==> config.mk <==
export PLATFORM = sky130hd
export DESIGN_NAME = core_top
export DESIGN_NICKNAME = d
export VERILOG_FILES = /design/src/rtl/core_pkg.sv /design/src/rtl/control_unit.sv /design/src/rtl/reg_file.sv /design/src/rtl/decode_stage.sv /design/src/rtl/execute_stage.sv /design/src/rtl/memory_stage.sv /design/src/rtl/core_top.sv
export SDC_FILE = /design/constraint.sdc
export NUM_CORES = 2
export LEC_CHECK = 0
export BUFFER_PORTS_ARGS = -buffer_cell sky130_fd_sc_hd__buf_2
export CAP_MARGIN = 20
export CORE_UTILIZATION = 40
export CTS_BUF_LIST = sky130_fd_sc_hd__clkbuf_16
export CTS_CLUSTER_DIAMETER = 30
export DETAILED_ROUTE_END_ITERATION = 16
export GPL_TIMING_DRIVEN = 0
export HOLD_SLACK_MARGIN = 0.15
export PLACE_DENSITY = 0.61
export SYNTH_ARGS = -nofsm -noshare
export SYNTH_HDL_FRONTEND = slang
export SYNTH_SLANG_ARGS = --single-unit
export TNS_END_PERCENT = 1
==> constraint.sdc <==
create_clock -name clk -period 5.6 [get_ports clk]
set_clock_uncertainty 0.15 [all_clocks]
set_input_delay 0 -clock clk [delete_from_list [all_inputs] [get_ports clk]]
set_output_delay 0 -clock clk [all_outputs]
set_load 0.005 [all_outputs]
==> src/rtl/core_pkg.sv <==
package core_pkg;

    // Datapath sizes
    localparam int XLEN       = 32;
    localparam int NUM_REGS   = 16;
    localparam int REG_AW     = 4;
    localparam int DMEM_WORDS = 16;
    localparam int DMEM_AW    = 4;

    // Instruction field positions
    localparam int COND_MSB     = 31;
    localparam int COND_LSB     = 28;
    localparam int TYPE_MSB     = 27;
    localparam int TYPE_LSB     = 26;
    localparam int IMM_FLAG_BIT = 25;
    localparam int OPC_MSB      = 24;
    localparam int OPC_LSB      = 21;
    localparam int LOAD_BIT     = 20;
    localparam int RN_LSB       = 16;
    localparam int RD_LSB       = 12;
    localparam int RM_LSB       = 0;
    localparam int IMM8_WIDTH   = 8;
    localparam int OFFSET_WIDTH = 24;   // Branch offset in bits 23..0

    localparam logic [1:0] TYPE_DATA       = 2'b00;
    localparam logic [1:0] TYPE_LOAD_STORE = 2'b01;
    localparam logic [1:0] TYPE_BRANCH     = 2'b10;

    localparam logic [3:0] OPC_AND  = 4'b0000;
    localparam logic [3:0] OPC_ANDS = 4'b0001;
    localparam logic [3:0] OPC_SUB  = 4'b0010;
    localparam logic [3:0] OPC_SUBS = 4'b0011;
    localparam logic [3:0] OPC_ADD  = 4'b0100;
    localparam logic [3:0] OPC_LSL  = 4'b1101;

    localparam logic [1:0] STATUS_UPDATE = 2'b11;   // Update N and Z

    localparam logic [3:0] COND_NE = 4'b0001;
    localparam logic [3:0] COND_LE = 4'b1101;   // Z or N, no V flag
    localparam logic [3:0] COND_AL = 4'b1110;

    typedef enum logic [1:0] {
        ALU_AND = 2'b00,
        ALU_ADD = 2'b01,
        ALU_SUB = 2'b10,
        ALU_LSL = 2'b11
    } alu_op_t;

endpackage

==> src/rtl/control_unit.sv <==
`timescale 1ns/1ps

module control_unit
    import core_pkg::*;
(
    input  logic [XLEN-1:0] instruction,
    output logic            reg_write_enable,
    output logic            mem_write_enable,
    output logic            mem_to_reg_select,
    output logic            alu_source_select,   // 1 selects the 8-bit immediate
    output logic [1:0]      status_bits,
    output alu_op_t         alu_operation,
    output logic            pc_source_select     // Set for branch type
);

    logic [1:0] op_type;
    logic [3:0] opcode;
    logic       imm_flag;
    logic       load_bit;

    assign op_type  = instruction[TYPE_MSB:TYPE_LSB];
    assign opcode   = instruction[OPC_MSB:OPC_LSB];
    assign imm_flag = instruction[IMM_FLAG_BIT];
    assign load_bit = instruction[LOAD_BIT];

    always_comb begin
        reg_write_enable  = 1'b0;
        mem_write_enable  = 1'b0;
        mem_to_reg_select = 1'b0;
        alu_source_select = 1'b0;
        status_bits       = 2'b00;
        alu_operation     = ALU_ADD;
        pc_source_select  = 1'b0;

        case (op_type)
            TYPE_DATA: begin
                reg_write_enable  = 1'b1;
                alu_source_select = imm_flag;
                case (opcode)
                    OPC_AND:  alu_operation = ALU_AND;
                    OPC_ANDS: begin
                        alu_operation = ALU_AND;
                        status_bits   = STATUS_UPDATE;
                    end
                    OPC_SUB:  alu_operation = ALU_SUB;
                    OPC_SUBS: begin
                        alu_operation = ALU_SUB;
                        status_bits   = STATUS_UPDATE;
                    end
                    OPC_ADD:  alu_operation = ALU_ADD;
                    OPC_LSL:  alu_operation = ALU_LSL;
                    default:  alu_operation = ALU_ADD;   // Unlisted opcodes add
                endcase
            end
            TYPE_LOAD_STORE: begin
                alu_source_select = 1'b1;   // Address is rn + imm8
                alu_operation     = ALU_ADD;
                if (load_bit) begin
                    reg_write_enable  = 1'b1;   // LDRB
                    mem_to_reg_select = 1'b1;
                end else begin
                    mem_write_enable = 1'b1;    // STR
                end
            end
            TYPE_BRANCH: pc_source_select = 1'b1;
            default: ;   // Type 11 does nothing
        endcase

        // All-zero word is a NOP whatever the fields say
        if (instruction == '0) begin
            reg_write_enable  = 1'b0;
            mem_write_enable  = 1'b0;
            mem_to_reg_select = 1'b0;
            alu_source_select = 1'b0;
            status_bits       = 2'b00;
            alu_operation     = ALU_ADD;
            pc_source_select  = 1'b0;
        end
    end

endmodule

==> src/rtl/reg_file.sv <==
`timescale 1ns/1ps

module reg_file
    import core_pkg::*;
(
    input  logic              clk,
    input  logic              rst_n,
    input  logic [REG_AW-1:0] rd_addr_a,
    input  logic [REG_AW-1:0] rd_addr_b,
    input  logic              wr_enable,
    input  logic [REG_AW-1:0] wr_addr,
    input  logic [XLEN-1:0]   wr_data,
    output logic [XLEN-1:0]   rd_data_a,
    output logic [XLEN-1:0]   rd_data_b
);

    logic [XLEN-1:0] regs [NUM_REGS];

    always_ff @(posedge clk) begin
        if (!rst_n) begin
            for (int i = 0; i < NUM_REGS; i++) begin
                regs[i] <= '0;
            end
        end else if (wr_enable) begin
            regs[wr_addr] <= wr_data;
        end
    end

    // Write-through so a same-cycle reader sees the new value
    assign rd_data_a = (wr_enable && wr_addr == rd_addr_a) ? wr_data : regs[rd_addr_a];
    assign rd_data_b = (wr_enable && wr_addr == rd_addr_b) ? wr_data : regs[rd_addr_b];

endmodule

==> src/rtl/decode_stage.sv <==
`timescale 1ns/1ps

module decode_stage
    import core_pkg::*;
(
    input  logic                     clk,
    input  logic                     rst_n,
    input  logic                     instr_valid,
    input  logic [XLEN-1:0]          instruction,
    input  logic [XLEN-1:0]          rd_data_a,
    input  logic [XLEN-1:0]          rd_data_b,
    output logic [REG_AW-1:0]        rd_addr_a,
    output logic [REG_AW-1:0]        rd_addr_b,
    output logic                     d_valid,
    output logic                     d_reg_write,
    output logic                     d_mem_write,
    output logic                     d_mem_to_reg,
    output logic [1:0]               d_status,
    output alu_op_t                  d_alu_op,
    output logic                     d_branch,
    output logic [XLEN-1:0]          d_op_a,
    output logic [XLEN-1:0]          d_op_b,
    output logic [XLEN-1:0]          d_store_data,
    output logic [REG_AW-1:0]        d_rd,
    output logic [COND_MSB-COND_LSB:0] d_cond,
    output logic [OFFSET_WIDTH-1:0]  d_offset
);

    logic              reg_write_enable;
    logic              mem_write_enable;
    logic              mem_to_reg_select;
    logic              alu_source_select;
    logic [1:0]        status_bits;
    alu_op_t           alu_operation;
    logic              pc_source_select;
    logic [REG_AW-1:0] rd_field;
    logic [XLEN-1:0]   imm_ext;

    control_unit control_unit_i (
        .instruction       (instruction),
        .reg_write_enable  (reg_write_enable),
        .mem_write_enable  (mem_write_enable),
        .mem_to_reg_select (mem_to_reg_select),
        .alu_source_select (alu_source_select),
        .status_bits       (status_bits),
        .alu_operation     (alu_operation),
        .pc_source_select  (pc_source_select)
    );

    assign rd_field  = instruction[RD_LSB +: REG_AW];
    assign rd_addr_a = instruction[RN_LSB +: REG_AW];
    assign rd_addr_b = mem_write_enable ? rd_field : instruction[RM_LSB +: REG_AW];   // Store reads rd
    assign imm_ext   = {{(XLEN-IMM8_WIDTH){1'b0}}, instruction[IMM8_WIDTH-1:0]};

    always_ff @(posedge clk) begin
        if (!rst_n) begin
            d_valid      <= 1'b0;
            d_reg_write  <= 1'b0;
            d_mem_write  <= 1'b0;
            d_mem_to_reg <= 1'b0;
            d_status     <= 2'b00;
            d_alu_op     <= ALU_ADD;
            d_branch     <= 1'b0;
        end else begin
            d_valid      <= instr_valid && (instruction != '0);   // NOP never enters
            d_reg_write  <= reg_write_enable;
            d_mem_write  <= mem_write_enable;
            d_mem_to_reg <= mem_to_reg_select;
            d_status     <= status_bits;
            d_alu_op     <= alu_operation;
            d_branch     <= pc_source_select;
        end
    end

    always_ff @(posedge clk) begin
        d_op_a       <= rd_data_a;
        d_op_b       <= alu_source_select ? imm_ext : rd_data_b;
        d_store_data <= rd_data_b;
        d_rd         <= rd_field;
        d_cond       <= instruction[COND_MSB:COND_LSB];
        d_offset     <= instruction[OFFSET_WIDTH-1:0];
    end

    // Load and store are exclusive per instruction
    a_no_load_and_store: assert property (@(posedge clk) disable iff (!rst_n)
        d_valid |-> !(d_mem_to_reg && d_mem_write))
        else $error("decode holds a load and a store at once");

endmodule

==> src/rtl/execute_stage.sv <==
`timescale 1ns/1ps

module execute_stage
    import core_pkg::*;
(
    input  logic                       clk,
    input  logic                       rst_n,
    input  logic                       d_valid,
    input  logic                       d_reg_write,
    input  logic                       d_mem_write,
    input  logic                       d_mem_to_reg,
    input  logic [1:0]                 d_status,
    input  alu_op_t                    d_alu_op,
    input  logic                       d_branch,
    input  logic [XLEN-1:0]            d_op_a,
    input  logic [XLEN-1:0]            d_op_b,
    input  logic [XLEN-1:0]            d_store_data,
    input  logic [REG_AW-1:0]          d_rd,
    input  logic [COND_MSB-COND_LSB:0] d_cond,
    input  logic [OFFSET_WIDTH-1:0]    d_offset,
    output logic                       e_valid,
    output logic [XLEN-1:0]            e_result,
    output logic [XLEN-1:0]            e_store_data,
    output logic [REG_AW-1:0]          e_rd,
    output logic                       e_reg_write,
    output logic                       e_mem_write,
    output logic                       e_mem_to_reg,
    output logic                       branch_taken,
    output logic [OFFSET_WIDTH-1:0]    branch_offset,
    output logic                       flag_n,
    output logic                       flag_z
);

    logic [XLEN-1:0] alu_result;
    logic            cond_pass;

    always_comb begin
        case (d_alu_op)
            ALU_AND: alu_result = d_op_a & d_op_b;
            ALU_SUB: alu_result = d_op_a - d_op_b;
            ALU_LSL: alu_result = d_op_a << d_op_b[$clog2(XLEN)-1:0];   // Low 5 bits only
            default: alu_result = d_op_a + d_op_b;
        endcase
    end

    // Condition checked against flags before this instruction
    always_comb begin
        case (d_cond)
            COND_NE: cond_pass = !flag_z;
            COND_LE: cond_pass = flag_z || flag_n;
            COND_AL: cond_pass = 1'b1;
            default: cond_pass = 1'b0;
        endcase
    end

    always_ff @(posedge clk) begin
        if (!rst_n) begin
            e_valid      <= 1'b0;
            e_reg_write  <= 1'b0;
            e_mem_write  <= 1'b0;
            e_mem_to_reg <= 1'b0;
            branch_taken <= 1'b0;
            flag_n       <= 1'b0;
            flag_z       <= 1'b0;
        end else begin
            e_valid      <= d_valid;
            e_reg_write  <= d_valid && d_reg_write;
            e_mem_write  <= d_valid && d_mem_write;
            e_mem_to_reg <= d_mem_to_reg;
            branch_taken <= d_valid && d_branch && cond_pass;   // One-cycle pulse
            if (d_valid && d_status == STATUS_UPDATE) begin
                flag_n <= alu_result[XLEN-1];
                flag_z <= (alu_result == '0);
            end
        end
    end

    always_ff @(posedge clk) begin
        e_result      <= alu_result;
        e_store_data  <= d_store_data;
        e_rd          <= d_rd;
        branch_offset <= d_offset;
    end

    a_branch_no_write: assert property (@(posedge clk) disable iff (!rst_n)
        branch_taken |-> !e_reg_write)
        else $error("taken branch also writes a register");

endmodule

==> src/rtl/memory_stage.sv <==
`timescale 1ns/1ps

module memory_stage
    import core_pkg::*;
(
    input  logic              clk,
    input  logic              rst_n,
    input  logic              e_valid,
    input  logic [XLEN-1:0]   e_result,
    input  logic [XLEN-1:0]   e_store_data,
    input  logic [REG_AW-1:0] e_rd,
    input  logic              e_reg_write,
    input  logic              e_mem_write,
    input  logic              e_mem_to_reg,
    output logic              wb_valid,
    output logic [REG_AW-1:0] wb_reg,
    output logic [XLEN-1:0]   wb_data
);

    logic [XLEN-1:0]    dmem [DMEM_WORDS];
    logic [DMEM_AW-1:0] word_idx;
    logic [1:0]         byte_sel;
    logic [XLEN-1:0]    rd_word;
    logic [7:0]         load_byte;
    logic               st_valid;   // Store pending, lands with writeback
    logic [DMEM_AW-1:0] st_idx;
    logic [XLEN-1:0]    st_data;

    assign word_idx  = e_result[DMEM_AW+1:2];
    assign byte_sel  = e_result[1:0];
    assign rd_word   = dmem[word_idx];
    assign load_byte = rd_word[{byte_sel, 3'b000} +: 8];   // Little-endian byte lanes

    always_ff @(posedge clk) begin
        if (!rst_n) begin
            wb_valid <= 1'b0;
            st_valid <= 1'b0;
            for (int i = 0; i < DMEM_WORDS; i++) begin
                dmem[i] <= '0;
            end
        end else begin
            wb_valid <= e_valid && e_reg_write;
            st_valid <= e_valid && e_mem_write;
            if (st_valid) begin
                dmem[st_idx] <= st_data;   // Whole word store
            end
        end
    end

    always_ff @(posedge clk) begin
        wb_reg  <= e_rd;
        wb_data <= e_mem_to_reg ? {{(XLEN-8){1'b0}}, load_byte} : e_result;
        st_idx  <= word_idx;
        st_data <= e_store_data;
    end

    a_wb_not_store: assert property (@(posedge clk) disable iff (!rst_n)
        wb_valid |-> !st_valid)
        else $error("writeback and store from one instruction");

endmodule

==> src/rtl/core_top.sv <==
`timescale 1ns/1ps

module core_top
    import core_pkg::*;
(
    input  logic                    clk,
    input  logic                    rst_n,
    input  logic                    instr_valid,
    input  logic [XLEN-1:0]         instruction,
    output logic                    wb_valid,
    output logic [REG_AW-1:0]       wb_reg,
    output logic [XLEN-1:0]         wb_data,
    output logic                    branch_taken,
    output logic [OFFSET_WIDTH-1:0] branch_offset,
    output logic                    flag_n,
    output logic                    flag_z
);

    logic [REG_AW-1:0]          rd_addr_a;
    logic [REG_AW-1:0]          rd_addr_b;
    logic [XLEN-1:0]            rd_data_a;
    logic [XLEN-1:0]            rd_data_b;
    logic                       d_valid;
    logic                       d_reg_write;
    logic                       d_mem_write;
    logic                       d_mem_to_reg;
    logic [1:0]                 d_status;
    alu_op_t                    d_alu_op;
    logic                       d_branch;
    logic [XLEN-1:0]            d_op_a;
    logic [XLEN-1:0]            d_op_b;
    logic [XLEN-1:0]            d_store_data;
    logic [REG_AW-1:0]          d_rd;
    logic [COND_MSB-COND_LSB:0] d_cond;
    logic [OFFSET_WIDTH-1:0]    d_offset;
    logic                       e_valid;
    logic [XLEN-1:0]            e_result;
    logic [XLEN-1:0]            e_store_data;
    logic [REG_AW-1:0]          e_rd;
    logic                       e_reg_write;
    logic                       e_mem_write;
    logic                       e_mem_to_reg;

    decode_stage decode_stage_i (
        .clk          (clk),
        .rst_n        (rst_n),
        .instr_valid  (instr_valid),
        .instruction  (instruction),
        .rd_data_a    (rd_data_a),
        .rd_data_b    (rd_data_b),
        .rd_addr_a    (rd_addr_a),
        .rd_addr_b    (rd_addr_b),
        .d_valid      (d_valid),
        .d_reg_write  (d_reg_write),
        .d_mem_write  (d_mem_write),
        .d_mem_to_reg (d_mem_to_reg),
        .d_status     (d_status),
        .d_alu_op     (d_alu_op),
        .d_branch     (d_branch),
        .d_op_a       (d_op_a),
        .d_op_b       (d_op_b),
        .d_store_data (d_store_data),
        .d_rd         (d_rd),
        .d_cond       (d_cond),
        .d_offset     (d_offset)
    );

    execute_stage execute_stage_i (
        .clk           (clk),
        .rst_n         (rst_n),
        .d_valid       (d_valid),
        .d_reg_write   (d_reg_write),
        .d_mem_write   (d_mem_write),
        .d_mem_to_reg  (d_mem_to_reg),
        .d_status      (d_status),
        .d_alu_op      (d_alu_op),
        .d_branch      (d_branch),
        .d_op_a        (d_op_a),
        .d_op_b        (d_op_b),
        .d_store_data  (d_store_data),
        .d_rd          (d_rd),
        .d_cond        (d_cond),
        .d_offset      (d_offset),
        .e_valid       (e_valid),
        .e_result      (e_result),
        .e_store_data  (e_store_data),
        .e_rd          (e_rd),
        .e_reg_write   (e_reg_write),
        .e_mem_write   (e_mem_write),
        .e_mem_to_reg  (e_mem_to_reg),
        .branch_taken  (branch_taken),
        .branch_offset (branch_offset),
        .flag_n        (flag_n),
        .flag_z        (flag_z)
    );

    memory_stage memory_stage_i (
        .clk          (clk),
        .rst_n        (rst_n),
        .e_valid      (e_valid),
        .e_result     (e_result),
        .e_store_data (e_store_data),
        .e_rd         (e_rd),
        .e_reg_write  (e_reg_write),
        .e_mem_write  (e_mem_write),
        .e_mem_to_reg (e_mem_to_reg),
        .wb_valid     (wb_valid),
        .wb_reg       (wb_reg),
        .wb_data      (wb_data)
    );

    // Writeback register doubles as the register file write port
    reg_file reg_file_i (
        .clk       (clk),
        .rst_n     (rst_n),
        .rd_addr_a (rd_addr_a),
        .rd_addr_b (rd_addr_b),
        .wr_enable (wb_valid),
        .wr_addr   (wb_reg),
        .wr_data   (wb_data),
        .rd_data_a (rd_data_a),
        .rd_data_b (rd_data_b)
    );

endmodule

==> summary.md <==
| Metric | Value |
|---|---|
| Largest family of logic cells by synthesized area | `multiplexers` |
| Least-Margin Pin Slew | `1.22 ns` |
| Gpl congestion | `0.933` |
| Final ANT Viol Nets | `0` |
| CTS root buffer | `clkbuf_16` |
| Syn Area/Cell | `14.6 µm²` |
| First-pass GRT wire length | `288 mm` |
| Startpoint types | `flip-flop` |
| CTS tree | `done` |
| I/O pin count | `99` |
| Area leader, netlist | `edfxtp_1` |
| Clock transition at path regs | `0.05 ns` |
| Clk Latency, worst-skew pair | `0.91 ns` |
| Period utilization | `96.5%` |
| GRT Total Usage | `25.4%` |
| Final Core Density | `50.7%` |
| Status | `finished clean` |
| DRT Wirelength | `202 mm` |
| Final non-filler cell total | `7104` |
| Placement row count | `144` |
| Number of enable flip-flop cells after synthesis | `1024` |
| Clock buffer depth | `4` |
| Max VDD drop | `412 µV` |
| Pre-antenna DRT Iters | `6` |
| Via Count | `40700` |
| Power density cells | `460 nW/µm²` |
| Largest net degree at the start of global routing | `33` |
| H-tree depth | `5` |
| Design area | `78300 µm²` |
| Crit path time final | `5.40 ns` |
| Asr flop ratio synth | `0%` |
| Final Hold Viols | `0` |
| Synthesized flop and latch total | `1325` |
| Max-cap viol count | `0` |
| Share of layout cells above drive strength 1 | `25.8%` |
| DRC viols | `0` |
| # setup viols final | `0` |
| Critical path data required time | `6.23 ns` |
| Drt wl/cell | `28.4 µm` |
| Main synth FF type | `edfxtp_1` |
| Num CTS Buffers | `312` |
| Core area | `155000 µm²` |
| Hold WC Path Type | `flip-flop to flip-flop` |
| Count of final max-slew check failures | `0` |
| Die ar. | `158000 µm²` |
| Die width | `397 µm` |
| Setup TNS Final | `0 ns` |
| Fin worst setup slack | `0.197 ns` |
| Fill cells | `12800` |
| Post-synth cell types | `77` |
| Fmax | `185 MHz` |
| Area contributors post-synth | `edfxtp_1 49%, mux4_2 17%, and2_1 11%, dfxtp_1 9.6%, mux2_2 1.7%` |
| Mapped Cells | `4266` |
| Gr ovfl total | `0` |
| Post-synth top area share | `49.2%` |
| Worst EP arrival | `6.04 ns` |
| Synth Area in Simple Gates | `14.4%` |
| Worst Path Class, Setup | `flip-flop to flip-flop` |
| Crit path max fanout | `10` |
| Fin nets | `4894` |
| Post-synthesis mux area share | `19.4%` |
| Synthesis-to-layout area growth | `25.3%` |
| Via density | `5.73` |
| Initial antenna violation count | `8` |
| Top Registers | `memory_stage_i.dmem (512), reg_file_i.regs (512)` |
| Synth Area in Compound Gates | `3.53%` |
| Leakage | `29.2 nW` |
| Height of the die | `397 µm` |
| Yosys warnings | `0` |
| Mapped cell area | `62500 µm²` |
| Inst Count DP | `6462` |
| Post-Place Cell Area | `66900 µm²` |
| Post-Syn Nets | `4339` |
| Slew margin rel. | `18.8%` |
| Top cells by count, synth | `1089 x and2_1, 1024 x edfxtp_1, 469 x mux4_2` |
| Number of DRC markers in iteration 0 | `4867` |
| Vias in the first global route | `41100` |
| Crit end category | `flip-flop` |
| Final HPWL DP | `147 mm` |
| Port bufs | `98` |
| Sequential fraction of the synthesis area | `58.8%` |
| Adder-Cell Fraction of Synth Area | `0.773%` |
| Pre-CTS setup slack | `-0.856 ns` |
| Clock Sink Count | `1325` |
| Most frequent cell after synthesis | `and2_1` |
| Xor-xnor portion of the synthesized cell area | `0.673%` |
| Initial Util | `40.4%` |
-- metal layers --
layer	GRT usage, %	wire length, µm	vias to the layer above
met5	0	45	-
met3	5.25	17700	423
met1	33.3	79600	20800
met2	41.4	97000	2150
li1	-	-	17300
met4	9.97	7590	6
-- area by class of cell --
| cell class | instances | area [µm²] | area share (%) |
|---|---|---|---|
| Sequential cell | 1325 | 36800 | 47.0 |
| Multi-Input combinational cell | 2564 | 24700 | 31.5 |
| Clock buffer | 330 | 8260 | 10.5 |
| Tap cell | 2044 | 2560 | 3.27 |
| Timing Repair Buffer | 245 | 2510 | 3.20 |
| Clock inverter | 217 | 2030 | 2.59 |
| Buffer | 346 | 1390 | 1.77 |
| Inverter | 27 | 103 | 0.131 |
| Antenna cell | 6 | 15.0 | 0.0192 |
-- power breakdown --
group	switching, W	internal [W]	leakage (nW)
logic	0.00369	0.00263	10.9
registers	0.000841	0.0112	13.1
clock network	0.00567	0.0120	5.15
-- repair_timing --
action / in CTS / in global routing
hold buffers: 86 / 0
resized for setup: 19 / 23
endpoints found under the hold margin: 116 / 0
setup buffers: 1 / 1
endpoints found under the setup margin: 7 / 3
pin swaps: 1 / 2
-- cells in the final DEF (no fill, tap or decap), types with 46 or more instances in the layout --
master / instances
a211oi_1: 46
mux4_2: 469
a31oi_1: 61
clkbuf_1: 273
buf_2: 120
inv_1: 57
dfxtp_1: 299
a21oi_1: 62
and2_1: 1089
nor2_1: 90
dlygate4sd3_1: 86
mux2_2: 97
clkbuf_16: 330
nand2_1: 156
edfxtp_1: 1024
-- final timing paths --
path                                                              start                                        to  slack, ns  cells past startpoint
worst min register to register  decode_stage_i.d_store_data[28]$_DFF_P_  execute_stage_i.e_store_data[28]$_DFF_P_       0.15                      0
worst max register to register         decode_stage_i.d_op_b[1]$_DFF_P_       execute_stage_i.flag_z$_SDFFE_PN0P_       0.20                     23
worst max-delay path                   decode_stage_i.d_op_b[1]$_DFF_P_       execute_stage_i.flag_z$_SDFFE_PN0P_       0.20                     23
worst min-delay path            decode_stage_i.d_store_data[28]$_DFF_P_  execute_stage_i.e_store_data[28]$_DFF_P_       0.15                      0
-- stage by stage --
stage | hold slack [ns] | total power [W]
CTS | 0.155 | 0.0360
detailed placement | -0.0320 | 0.0183
global route | 0.165 | 0.0369
global placement | -0.0314 | 0.0180
finish | 0.155 | 0.0361
floorplan | -0.122 | 0.0154
-- kinds of logic (layout without fill, tap and decap cells) --
group,Yosys count,in the layout
AO/OA/AOI/OAI,333,333
XOR/XNOR,48,48
adder cells (fa/ha/maj),38,38
buffers and inverters,377,1165
flip-flops,1325,1325
multiplexers,604,604
other,0,6
AND/OR/NAND/NOR,1541,1541
-- critical path, stage by stage (launching register included) --
cell and delay (ns):
dfxtp_1 0.33, clkbuf_4 0.21, clkbuf_4 0.23, clkbuf_4 0.23, clkinv_2 0.14, ha_2 0.23, nand2_1 0.09, nor3_4 0.23
and3b_1 0.28, and2_1 0.25, nor2b_1 0.16, nor2_1 0.06, xnor2_1 0.16, ha_1 0.41, nand2_1 0.12, nor2_1 0.20
and3_1 0.23, o211ai_1 0.16, a21oi_1 0.29, a311oi_4 0.11, nand4b_1 0.27, nor4_4 0.31, nand3_2 0.21, o31ai_2 0.21
Power figures use the tool's default switching activity.
